<file path="config.mk">
export PLATFORM = sky130hd
export DESIGN_NAME = dispatch_issue
export DESIGN_NICKNAME = d
export VERILOG_FILES = /design/src/hw/rv32i_types.sv /design/src/hw/operand_capture.sv /design/src/hw/reservation_station.sv /design/src/hw/dispatch_issue.sv
export SDC_FILE = /design/constraint.sdc
export NUM_CORES = 2
export LEC_CHECK = 0
export BUFFER_PORTS_ARGS = -buffer_cell sky130_fd_sc_hd__buf_4
export CORE_MARGIN = 2
export CORE_UTILIZATION = 60
export CTS_CLUSTER_SIZE = 28
export DETAILED_ROUTE_END_ITERATION = 10
export HOLD_SLACK_MARGIN = 0.15
export PLACE_DENSITY = 0.8
export SKIP_LAST_GASP = 1
export SYNTH_ARGS = -nofsm -noshare
export SYNTH_HDL_FRONTEND = slang
export SYNTH_SLANG_ARGS = --single-unit
</file>
<file path="constraint.sdc">
create_clock -name clk -period 5 [get_ports clk]
set_input_delay 1 -clock clk [delete_from_list [all_inputs] [get_ports clk]]
set_output_delay 1 -clock clk [all_outputs]
set_load 0.05 [all_outputs]
</file>
<file path="src/hw/rv32i_types.sv">
`default_nettype none

package rv32i_types;

    localparam int ROB_DEPTH   = 32;
    localparam int RS_DEPTH    = 4;
    localparam int NUM_CLASSES = 4;
    localparam int ROB_IDX_W   = $clog2(ROB_DEPTH);
    localparam int RS_IDX_W    = $clog2(RS_DEPTH);

    typedef logic [ROB_IDX_W-1:0] rob_idx_t;

    typedef enum logic [1:0] {
        CLASS_ALU = 2'd0,
        CLASS_MUL = 2'd1,
        CLASS_BR  = 2'd2,
        CLASS_MEM = 2'd3
    } op_class_e;

    // waiting operand, producer tag in the low bits
    typedef struct packed {
        logic [31-ROB_IDX_W:0] zero;
        rob_idx_t              tag;
    } src_tag_t;

    // ready bit selects the reading
    typedef union packed {
        logic [31:0] value;
        src_tag_t    wait_tag;
    } src_operand_u;

    typedef struct packed {
        logic         ready;
        src_operand_u operand;
    } src_t;

    typedef struct packed {
        op_class_e   op_class;
        logic [3:0]  funct;
        logic [31:0] imm;
        rob_idx_t    rd_rob_idx;
        logic        src1_arch_ready;
        logic [31:0] src1_arch_data;
        rob_idx_t    src1_rob_idx;
        logic        src2_arch_ready;
        logic [31:0] src2_arch_data;
        rob_idx_t    src2_rob_idx;
    } dispatch_t;

    typedef struct packed {
        op_class_e   op_class;
        logic [3:0]  funct;
        logic [31:0] imm;
        rob_idx_t    rd_rob_idx;
        src_t        src1;
        src_t        src2;
    } rs_entry_t;

    typedef struct packed {
        logic        valid;
        rob_idx_t    rob_idx;
        logic [31:0] data;
    } cdb_t;

endpackage

`default_nettype wire

</file>
<file path="src/hw/operand_capture.sv">
`timescale 1ns/1ps
`default_nettype none

module operand_capture (
    input  rv32i_types::dispatch_t dispatch,
    input  logic                   src1_done,
    input  logic                   src2_done,
    input  logic [31:0]            src1_value,
    input  logic [31:0]            src2_value,
    input  rv32i_types::cdb_t      cdb,
    output rv32i_types::rs_entry_t entry
);

    // priority is arch value, then completed result, then same-cycle cdb
    function automatic rv32i_types::src_t resolve(
        input logic                  arch_ready,
        input logic [31:0]           arch_data,
        input rv32i_types::rob_idx_t idx,
        input logic                  done,
        input logic [31:0]           value,
        input rv32i_types::cdb_t     bus
    );
        rv32i_types::src_t s;
        s.ready = 1'b1;
        if (arch_ready) begin
            s.operand.value = arch_data;
        end else if (done) begin
            s.operand.value = value;
        end else if (bus.valid && (bus.rob_idx == idx)) begin
            s.operand.value = bus.data;
        end else begin
            // still pending, keep producer tag
            s.ready = 1'b0;
            s.operand.wait_tag.zero = '0;
            s.operand.wait_tag.tag = idx;
        end
        return s;
    endfunction

    always_comb begin
        entry.op_class   = dispatch.op_class;
        entry.funct      = dispatch.funct;
        entry.imm        = dispatch.imm;
        entry.rd_rob_idx = dispatch.rd_rob_idx;
        entry.src1 = resolve(dispatch.src1_arch_ready, dispatch.src1_arch_data,
                             dispatch.src1_rob_idx, src1_done, src1_value, cdb);
        entry.src2 = resolve(dispatch.src2_arch_ready, dispatch.src2_arch_data,
                             dispatch.src2_rob_idx, src2_done, src2_value, cdb);
    end

endmodule

`default_nettype wire

</file>
<file path="src/hw/reservation_station.sv">
`timescale 1ns/1ps
`default_nettype none

module reservation_station (
    input  logic                   clk,
    input  logic                   arst_n,
    input  logic                   write,
    input  rv32i_types::rs_entry_t new_entry,
    input  rv32i_types::cdb_t      cdb,
    input  logic                   issue_ready,
    output logic                   has_space,
    output logic                   issue_valid,
    output rv32i_types::rs_entry_t issue_entry
);

    rv32i_types::rs_entry_t slots [rv32i_types::RS_DEPTH];
    logic [rv32i_types::RS_DEPTH-1:0] busy;

    logic [rv32i_types::RS_IDX_W-1:0] free_sel;
    logic [rv32i_types::RS_IDX_W-1:0] ready_sel;
    logic [rv32i_types::RS_IDX_W-1:0] issue_sel;
    logic [rv32i_types::RS_IDX_W-1:0] held_slot;
    logic                             any_ready;
    logic                             held;
    logic                             do_write;
    logic                             do_issue;

    // tag match on the broadcast turns a waiting source into a value
    function automatic rv32i_types::src_t wake(
        input rv32i_types::src_t s,
        input rv32i_types::cdb_t bus
    );
        rv32i_types::src_t r;
        r = s;
        if (!s.ready && bus.valid && (s.operand.wait_tag.tag == bus.rob_idx)) begin
            r.ready = 1'b1;
            r.operand.value = bus.data;
        end
        return r;
    endfunction

    // lowest free slot and lowest ready slot
    always_comb begin
        free_sel  = '0;
        ready_sel = '0;
        any_ready = 1'b0;
        for (int i = rv32i_types::RS_DEPTH - 1; i >= 0; i--) begin
            if (!busy[i]) begin
                free_sel = rv32i_types::RS_IDX_W'(i);
            end
            if (busy[i] && slots[i].src1.ready && slots[i].src2.ready) begin
                ready_sel = rv32i_types::RS_IDX_W'(i);
                any_ready = 1'b1;
            end
        end
    end

    // a stalled offer keeps its slot until taken
    assign issue_sel   = held ? held_slot : ready_sel;
    assign issue_valid = held | any_ready;
    assign issue_entry = slots[issue_sel];
    assign has_space   = ~&busy;
    assign do_write    = write & has_space;
    assign do_issue    = issue_valid & issue_ready;

    always_ff @(posedge clk or negedge arst_n) begin
        if (!arst_n) begin
            busy      <= '0;
            held      <= 1'b0;
            held_slot <= '0;
        end else begin
            if (do_issue) begin
                busy[issue_sel] <= 1'b0;
            end
            if (do_write) begin
                busy[free_sel] <= 1'b1;
            end
            held      <= issue_valid & ~issue_ready;
            held_slot <= issue_sel;
        end
    end

    always_ff @(posedge clk) begin
        for (int i = 0; i < rv32i_types::RS_DEPTH; i++) begin
            if (do_write && (free_sel == rv32i_types::RS_IDX_W'(i))) begin
                slots[i] <= new_entry;
            end else begin
                slots[i].src1 <= wake(slots[i].src1, cdb);
                slots[i].src2 <= wake(slots[i].src2, cdb);
            end
        end
    end

endmodule

`default_nettype wire

</file>
<file path="src/hw/dispatch_issue.sv">
`timescale 1ns/1ps
`default_nettype none

module dispatch_issue (
    input  logic                                 clk,
    input  logic                                 arst_n,
    input  rv32i_types::dispatch_t               dispatch,
    input  logic                                 dispatch_valid,
    input  rv32i_types::cdb_t                    cdb,
    input  logic                                 src1_done,
    input  logic                                 src2_done,
    input  logic [31:0]                          src1_value,
    input  logic [31:0]                          src2_value,
    input  logic [rv32i_types::NUM_CLASSES-1:0]  issue_ready,
    output logic                                 dispatch_ready,
    output rv32i_types::rob_idx_t                src1_idx,
    output rv32i_types::rob_idx_t                src2_idx,
    output logic                                 alloc,
    output logic [rv32i_types::NUM_CLASSES-1:0]  issue_valid,
    output rv32i_types::rs_entry_t               issue_alu,
    output rv32i_types::rs_entry_t               issue_mul,
    output rv32i_types::rs_entry_t               issue_br,
    output rv32i_types::rs_entry_t               issue_mem
);

    rv32i_types::rs_entry_t                new_entry;
    logic [rv32i_types::NUM_CLASSES-1:0]   has_space;
    logic [rv32i_types::NUM_CLASSES-1:0]   write;

    assign src1_idx = dispatch.src1_rob_idx;
    assign src2_idx = dispatch.src2_rob_idx;

    operand_capture capture (
        .dispatch   (dispatch),
        .src1_done  (src1_done),
        .src2_done  (src2_done),
        .src1_value (src1_value),
        .src2_value (src2_value),
        .cdb        (cdb),
        .entry      (new_entry)
    );

    // only the target class station gates the handshake
    assign dispatch_ready = has_space[dispatch.op_class];
    assign alloc          = dispatch_valid & dispatch_ready;

    always_comb begin
        write = '0;
        write[dispatch.op_class] = alloc;
    end

    reservation_station alu_rs (
        .clk(clk), .arst_n(arst_n), .write(write[rv32i_types::CLASS_ALU]),
        .new_entry(new_entry), .cdb(cdb), .issue_ready(issue_ready[rv32i_types::CLASS_ALU]),
        .has_space(has_space[rv32i_types::CLASS_ALU]),
        .issue_valid(issue_valid[rv32i_types::CLASS_ALU]), .issue_entry(issue_alu)
    );

    reservation_station mul_rs (
        .clk(clk), .arst_n(arst_n), .write(write[rv32i_types::CLASS_MUL]),
        .new_entry(new_entry), .cdb(cdb), .issue_ready(issue_ready[rv32i_types::CLASS_MUL]),
        .has_space(has_space[rv32i_types::CLASS_MUL]),
        .issue_valid(issue_valid[rv32i_types::CLASS_MUL]), .issue_entry(issue_mul)
    );

    reservation_station br_rs (
        .clk(clk), .arst_n(arst_n), .write(write[rv32i_types::CLASS_BR]),
        .new_entry(new_entry), .cdb(cdb), .issue_ready(issue_ready[rv32i_types::CLASS_BR]),
        .has_space(has_space[rv32i_types::CLASS_BR]),
        .issue_valid(issue_valid[rv32i_types::CLASS_BR]), .issue_entry(issue_br)
    );

    reservation_station mem_rs (
        .clk(clk), .arst_n(arst_n), .write(write[rv32i_types::CLASS_MEM]),
        .new_entry(new_entry), .cdb(cdb), .issue_ready(issue_ready[rv32i_types::CLASS_MEM]),
        .has_space(has_space[rv32i_types::CLASS_MEM]),
        .issue_valid(issue_valid[rv32i_types::CLASS_MEM]), .issue_entry(issue_mem)
    );

endmodule

`default_nettype wire

</file>
* Yosys cells after proc, flatten, opt, wreduce, memory -nomap -nowiden
Memory sizes are Yosys's and may differ from the RTL's. Cells that the tools add are included.
Cells by class: add/subtract/negate cells 0, multiply operators 0, divide/modulo/power cells 0, order comparisons 18, equality and inequality tests 46, shift-type cells 0, multiplexer cells 236, bitwise operators 66, reductions and logical operators 167
Operators with widths (number):
- 33-bit two-way mux | 96
- 32-bit two-way mux | 6
- 5-bit equality test | 34
- 1-bit logical AND | 123
- 1-bit two-way mux | 80
- 2-bit two-way mux | 36
- 1-bit zero test | 36
- 1-bit OR | 36
- 4-bit two-way mux | 8
- 2-bit by 3-bit less-than comparator with 1-bit output (second input constant) | 9
- 4-bit AND | 5
- 1-bit demux with 2-bit select | 9
- 2-bit by 1-bit >= comparator with 1-bit output (second input constant) | 9
- 2-bit equality test (second input constant) | 8
- 4-bit NOT | 4
- 4-bit OR | 4
- 4-bit AND reduction | 4
- 1-bit AND | 13
- 2-bit by 1-bit equality test with 1-bit output (second input constant) | 4
- 2-bit zero test | 4
- 1-bit NOT | 4
- 1-bit binary-select mux with 2-bit select | 1
Storage, ports and cells: register bits after elaboration 28, latch bits 0, bits in writable memories 1744, bits in read-only memories 0, bits of input ports 230, output and inout bits 452, memories kept 4
Memories:
- alu_rs.slots | words 4, width 109, read ports 5, clocked after Yosys merged registers in 0, write ports 4, RTL line reservation_station.sv:16 | rv32i_types::rs_entry_t slots [rv32i_types::RS_DEPTH];
- br_rs.slots | words 4, width 109, read ports 5, clocked after Yosys merged registers in 0, write ports 4, RTL line reservation_station.sv:16
- mem_rs.slots | words 4, width 109, read ports 5, clocked after Yosys merged registers in 0, write ports 4, RTL line reservation_station.sv:16
- mul_rs.slots | words 4, width 109, read ports 5, clocked after Yosys merged registers in 0, write ports 4, RTL line reservation_station.sv:16

* Logic depth before layout (Yosys ltp)
An unclocked memory read counts as a cell.
depth after elaboration 17, mapped depth 8, depth with buffers taken out 6

* Hierarchy
From an unflattened synthesis, not the netlist that was laid out.
Second synthesis, totals: cells, all modules 7346, area total of the unflattened synthesis 83341.2 sq um
By module, submodules not included:
- reservation_station (alu_rs) | times used 1, cells each 1607, area each 20437.1 sq um, seq. area each 13267.7 sq um
- reservation_station (br_rs) | times used 1, cells each 1606, area each 20235.7 sq um, seq. area each 13267.7 sq um
- reservation_station (mem_rs) | times used 1, cells each 1882, area each 20124.3 sq um, seq. area each 13267.7 sq um
- reservation_station (mul_rs) | times used 1, cells each 1865, area each 20115.5 sq um, seq. area each 13267.7 sq um
- operand_capture | times used 1, cells each 370, area each 2279.7 sq um, seq. area each 0.0 sq um
- dispatch_issue | times used 1, cells each 16, area each 148.9 sq um, seq. area each 0.0 sq um

* Worst setup path after synthesis
OpenSTA, ideal clock, no wires.
kind input to register, start point input cdb[35] (netlist bit), end point memory alu_rs.slots[1][0] (netlist bit), enable pin, library setup time 515 ps, arrival time 5375 ps, required time 4485 ps, slack -890 ps, cell stages on the path 5, path buffers 2, cells stage by stage buf_2 > buf_1 > xnor2_1 > nand4_1 > o41ai_1
RTL lines:
- start: declaration | RTL line dispatch_issue.sv:9 | input rv32i_types::cdb_t cdb,
- end: declaration | RTL line reservation_station.sv:16

==> impl_metrics.json <==
{
  "insertion_delay_ns": 0.83,
  "layout-drive-gt1-share": 0.1696,
  "fin_nets": 6976,
  "min_from": "issue_ready[2]",
  "path_class": "reg -> out",
  "wl_per_cell_um": 29.25,
  "critPathLaunchType": "flip-flop",
  "yosysWarningCount": 0,
  "drcViolationCount": 0,
  "cts.sink_count": 1772,
  "worstSetupEndpointType": "primary output",
  "power_mw": 49.59,
  "layout.cells.non_filler": 8666,
  "ys_types": 55,
  "path_clk_slew_ns": 0.06,
  "rsz0062_at_grt": "false",
  "ir_drop_v": 0.0005682,
  "grt_max_degree": 114,
  "syn_to_final_growth_pct": 16.04,
  "die-height_um": 369.4,
  "skew_ns": 0.02789,
  "grt-ovfl-total": 0,
  "cts_buffers": 176,
  "r2r-start": "br_rs.busy[0]$_DFF_PN0_",
  "crit_chain": "a31oi_1, o211ai_1, and2_4, inv_6, buf_4, a211oi_1, a31oi_1, buf_4",
  "fmax_mhz": 199.4,
  "grt_pass1_vias": 54860,
  "max-cap-violations": 0,
  "die_area_um2": 136400,
  "drt-pass1-iter-count": 10,
  "finalMaxSlewViolations": 0,
  "dp.cells": 8335,
  "vias": 58210,
  "fill_cells": 8712,
  "fin_crit_sh": 1.003,
  "cp_max_fo": 52,
  "ys.flop_type": "edfxtp_1",
  "drt_iter0_drc": 8467,
  "core.rowCount": 134,
  "synth_seq_cells": 1772,
  "slew_headroom": 0.1528,
  "ios": 682,
  "antenna_found_initial": 12,
  "synth-edff-count": 1744,
  "min_period_ns": 5.014,
  "ff2ff_path_depth": 6,
  "clockBufferDepth": 3,
  "htreeDepth": 4,
  "globalplace.congestion": 0.9781,
  "portBuffers": 681,
  "worst_slack_ns": -0.01442,
  "synth-async-reset-ratio": 0.01580,
  "min_path_type": "in -> reg",
  "critPathRequiredTime_ns": 4.00,
  "power_density_nw_per_um2": 533.6,
  "viasPerCell": 6.716,
  "seq_area_frac_synth": 0.6626,
  "synth_fp_nets": 6577,
  "antenna_left": 0,
  "power.static_leakage_nw": 35.10,
  "whs_endpoint": "br_rs.held$_DFF_PN0_",
  "grt_util_all_layers": 0.3649,
  "r2r_end": "br_rs.slots[1][12]$_DFFE_PP_",
  "syn_area_per_cell_um2": 12.62,
  "fp.dieW_um": 369.4,
  "wl_mm": 253.5,
  "setup_viol": 1,
  "arrival_ns": 4.01,
  "fp.coreArea_um2": 133000,
  "violations": "setup timing",
  "grt_pass1_wl_mm": 363.9,
  "clock_tree.root_cell": "clkbuf_16",
  "finish.utilization": 0.6990,
  "status": "complete, but fails checks",
  "holdPathStages": 2,
  "cp_slowest_cell": "buf_4",
  "cts_tree": "built",
  "worst_pin_slew_ns": 1.263,
  "max_stage_delay_ns": 0.50,
  "r2r_setup_slack_ns": 2.13,
  "syn_inst": 6347,
  "start_util": 0.6024,
  "post-dp-hpwl_mm": 162.0,
  "hold_viol": 0,
  "mappedNetlistArea_um2": 80090
}
==> worst max-delay path: cells and delay by family (launching register included) <==
kind,cells,cell delay [ns]
AOI/OAI and AO/OA,4,1.28
buffers and inverters,3,1.13
DFF,1,0.47
and+or+nand+nor,1,0.24
==> layout make-up <==
class / instances / area, um^2 / share of cell area
Antenna cell: 4 / 10.01 / 0.0001077
Clock buffer: 220 / 4589 / 0.04938
Clock inverter: 106 / 1059 / 0.01139
Inverter: 29 / 118.9 / 0.001279
Multi-Input combinational cell: 3922 / 25140 / 0.2705
Sequential cell: 1772 / 53070 / 0.5711
Tap cell: 1768 / 2212 / 0.02380
Timing Repair Buffer: 845 / 6734 / 0.07246
==> worst max-delay path by stage <==
| stage | to | slack, ns | from | depth (start not counted) |
|---|---|---|---|---|
| 2_1_floorplan | alu_rs.slots[1][0]$_DFFE_PP_ | 0.67 | cdb[35] | 5 |
| 3_3_place_gp | mul_rs.slots[1][64]$_DFFE_PP_ | 1.04 | cdb[35] | 6 |
| 3_5_place_dp | mul_rs.slots[1][64]$_DFFE_PP_ | 0.93 | cdb[35] | 6 |
| 4_1_cts | issue_mul[45] | 0.17 | mul_rs.slots[0][32]$_SDFFCE_PN1P_ | 8 |
| 5_1_grt | issue_mul[45] | 0.02 | mul_rs.slots[0][32]$_SDFFCE_PN1P_ | 8 |
| 6_report | issue_mul[45] | -0.01 | mul_rs.slots[0][32]$_SDFFCE_PN1P_ | 8 |
==> report_power, final <==
part | internal, mW | leakage [nW] | total, mW | switching, mW
Clock | 7.33 | 2.75 | 13.0 | 5.70
Combinational | 5.26 | 16.3 | 19.2 | 13.9
Sequential | 17.1 | 16.1 | 17.3 | 0.238
==> cells in the mapped netlist, types with 7 or more instances <==
master / n / share of area
edfxtp_1: 1744 / 0.65
nand2_1: 1028 / 0.048
o21ai_0: 966 / 0.060
mux2i_1: 696 / 0.087
clkbuf_1: 471 / 0.022
and3_1: 228 / 0.018
a31oi_1: 227 / 0.018
a211oi_1: 218 / 0.020
o2bb2ai_1: 142 / 0.016
xnor2_1: 130 / 0.014
buf_1: 118 / 0.0055
nor2_1: 44 / 0.0021
nand4_1: 36 / 0.0028
xor2_1: 35 / 0.0038
inv_1: 29 / 0.0014
o41ai_1: 29 / 0.0032
dfrtp_1: 28 / 0.0087
a21oi_1: 23 / 0.0014
a222oi_1: 19 / 0.0024
buf_2: 17 / 0.0011
buf_4: 17 / 0.0016
nand3_1: 16 / 0.0010
nand2b_1: 12 / 0.00094
or3_1: 7 / 0.00055
==> through the flow <==
| stage | worst slack, ns | TNS (ns) | cell area (um^2) | hold slack [ns] |
|---|---|---|---|---|
| floorplan | 0.6708 | 0 | 80310 | 0.4930 |
| global placement | 1.036 | 0 | 87260 | 0.5306 |
| detailed placement | 0.9349 | 0 | 87260 | 0.5384 |
| CTS | 0.1716 | 0 | 92920 | 0.3186 |
| global route | 0.01541 | 0 | 92930 | 0.3450 |
| finish | -0.01442 | -0.01442 | 92940 | 0.3741 |
==> layer usage <==
layer	GRT usage	up-vias	share of wire
met5	0	-	0.00041
met1	0.4596	28100	0.34
li1	-	24750	-
met2	0.5664	4513	0.46
met3	0.1038	825	0.14
met4	0.2136	18	0.067
==> cell families (layout without fill, tap and decap cells) <==
logic type	after synthesis	after routing	synth area share
flip-flops	1772	1772	0.6626
AND/OR/NAND/NOR	1406	1406	0.07654
other	0	4	0
multiplexers	696	696	0.08699
AO/OA/AOI/OAI	1655	1655	0.1240
buffers and inverters	653	1200	0.03176
XOR/XNOR	165	165	0.01804
==> cells in the final DEF, fill, tap and decap left out, drive strengths merged, types with 35 or more instances in the layout <==
master	n
mux2i	696
o21ai	970
buf	844
edfxtp	1744
nor2	44
xor2	35
clkinv	78
a31oi	227
clkbuf	220
nand4	36
and3	228
o2bb2ai	142
a211oi	218
nand2	1028
inv	38
xnor2	130
==> registers in the layout (all words and copies together), names as in the netlist <==
name              count
alu_rs.busy           4
alu_rs.held           1
alu_rs.held_slot      2
alu_rs.slots        436
br_rs.busy            4
br_rs.held            1
br_rs.held_slot       2
br_rs.slots         436
mem_rs.busy           4
mem_rs.held           1
mem_rs.held_slot      2
mem_rs.slots        436
mul_rs.busy           4
mul_rs.held           1
mul_rs.held_slot      2
mul_rs.slots        436
==> what timing repair did <==
item / CTS / global route
resized for setup: 0 / 2
endpoints found under the setup margin: 0 / 2
endpoints found under the hold margin: 28 / 0
buffers inserted: 0 / 0
hold buffers: 1 / 0
Power figures use the tool's default switching activity.
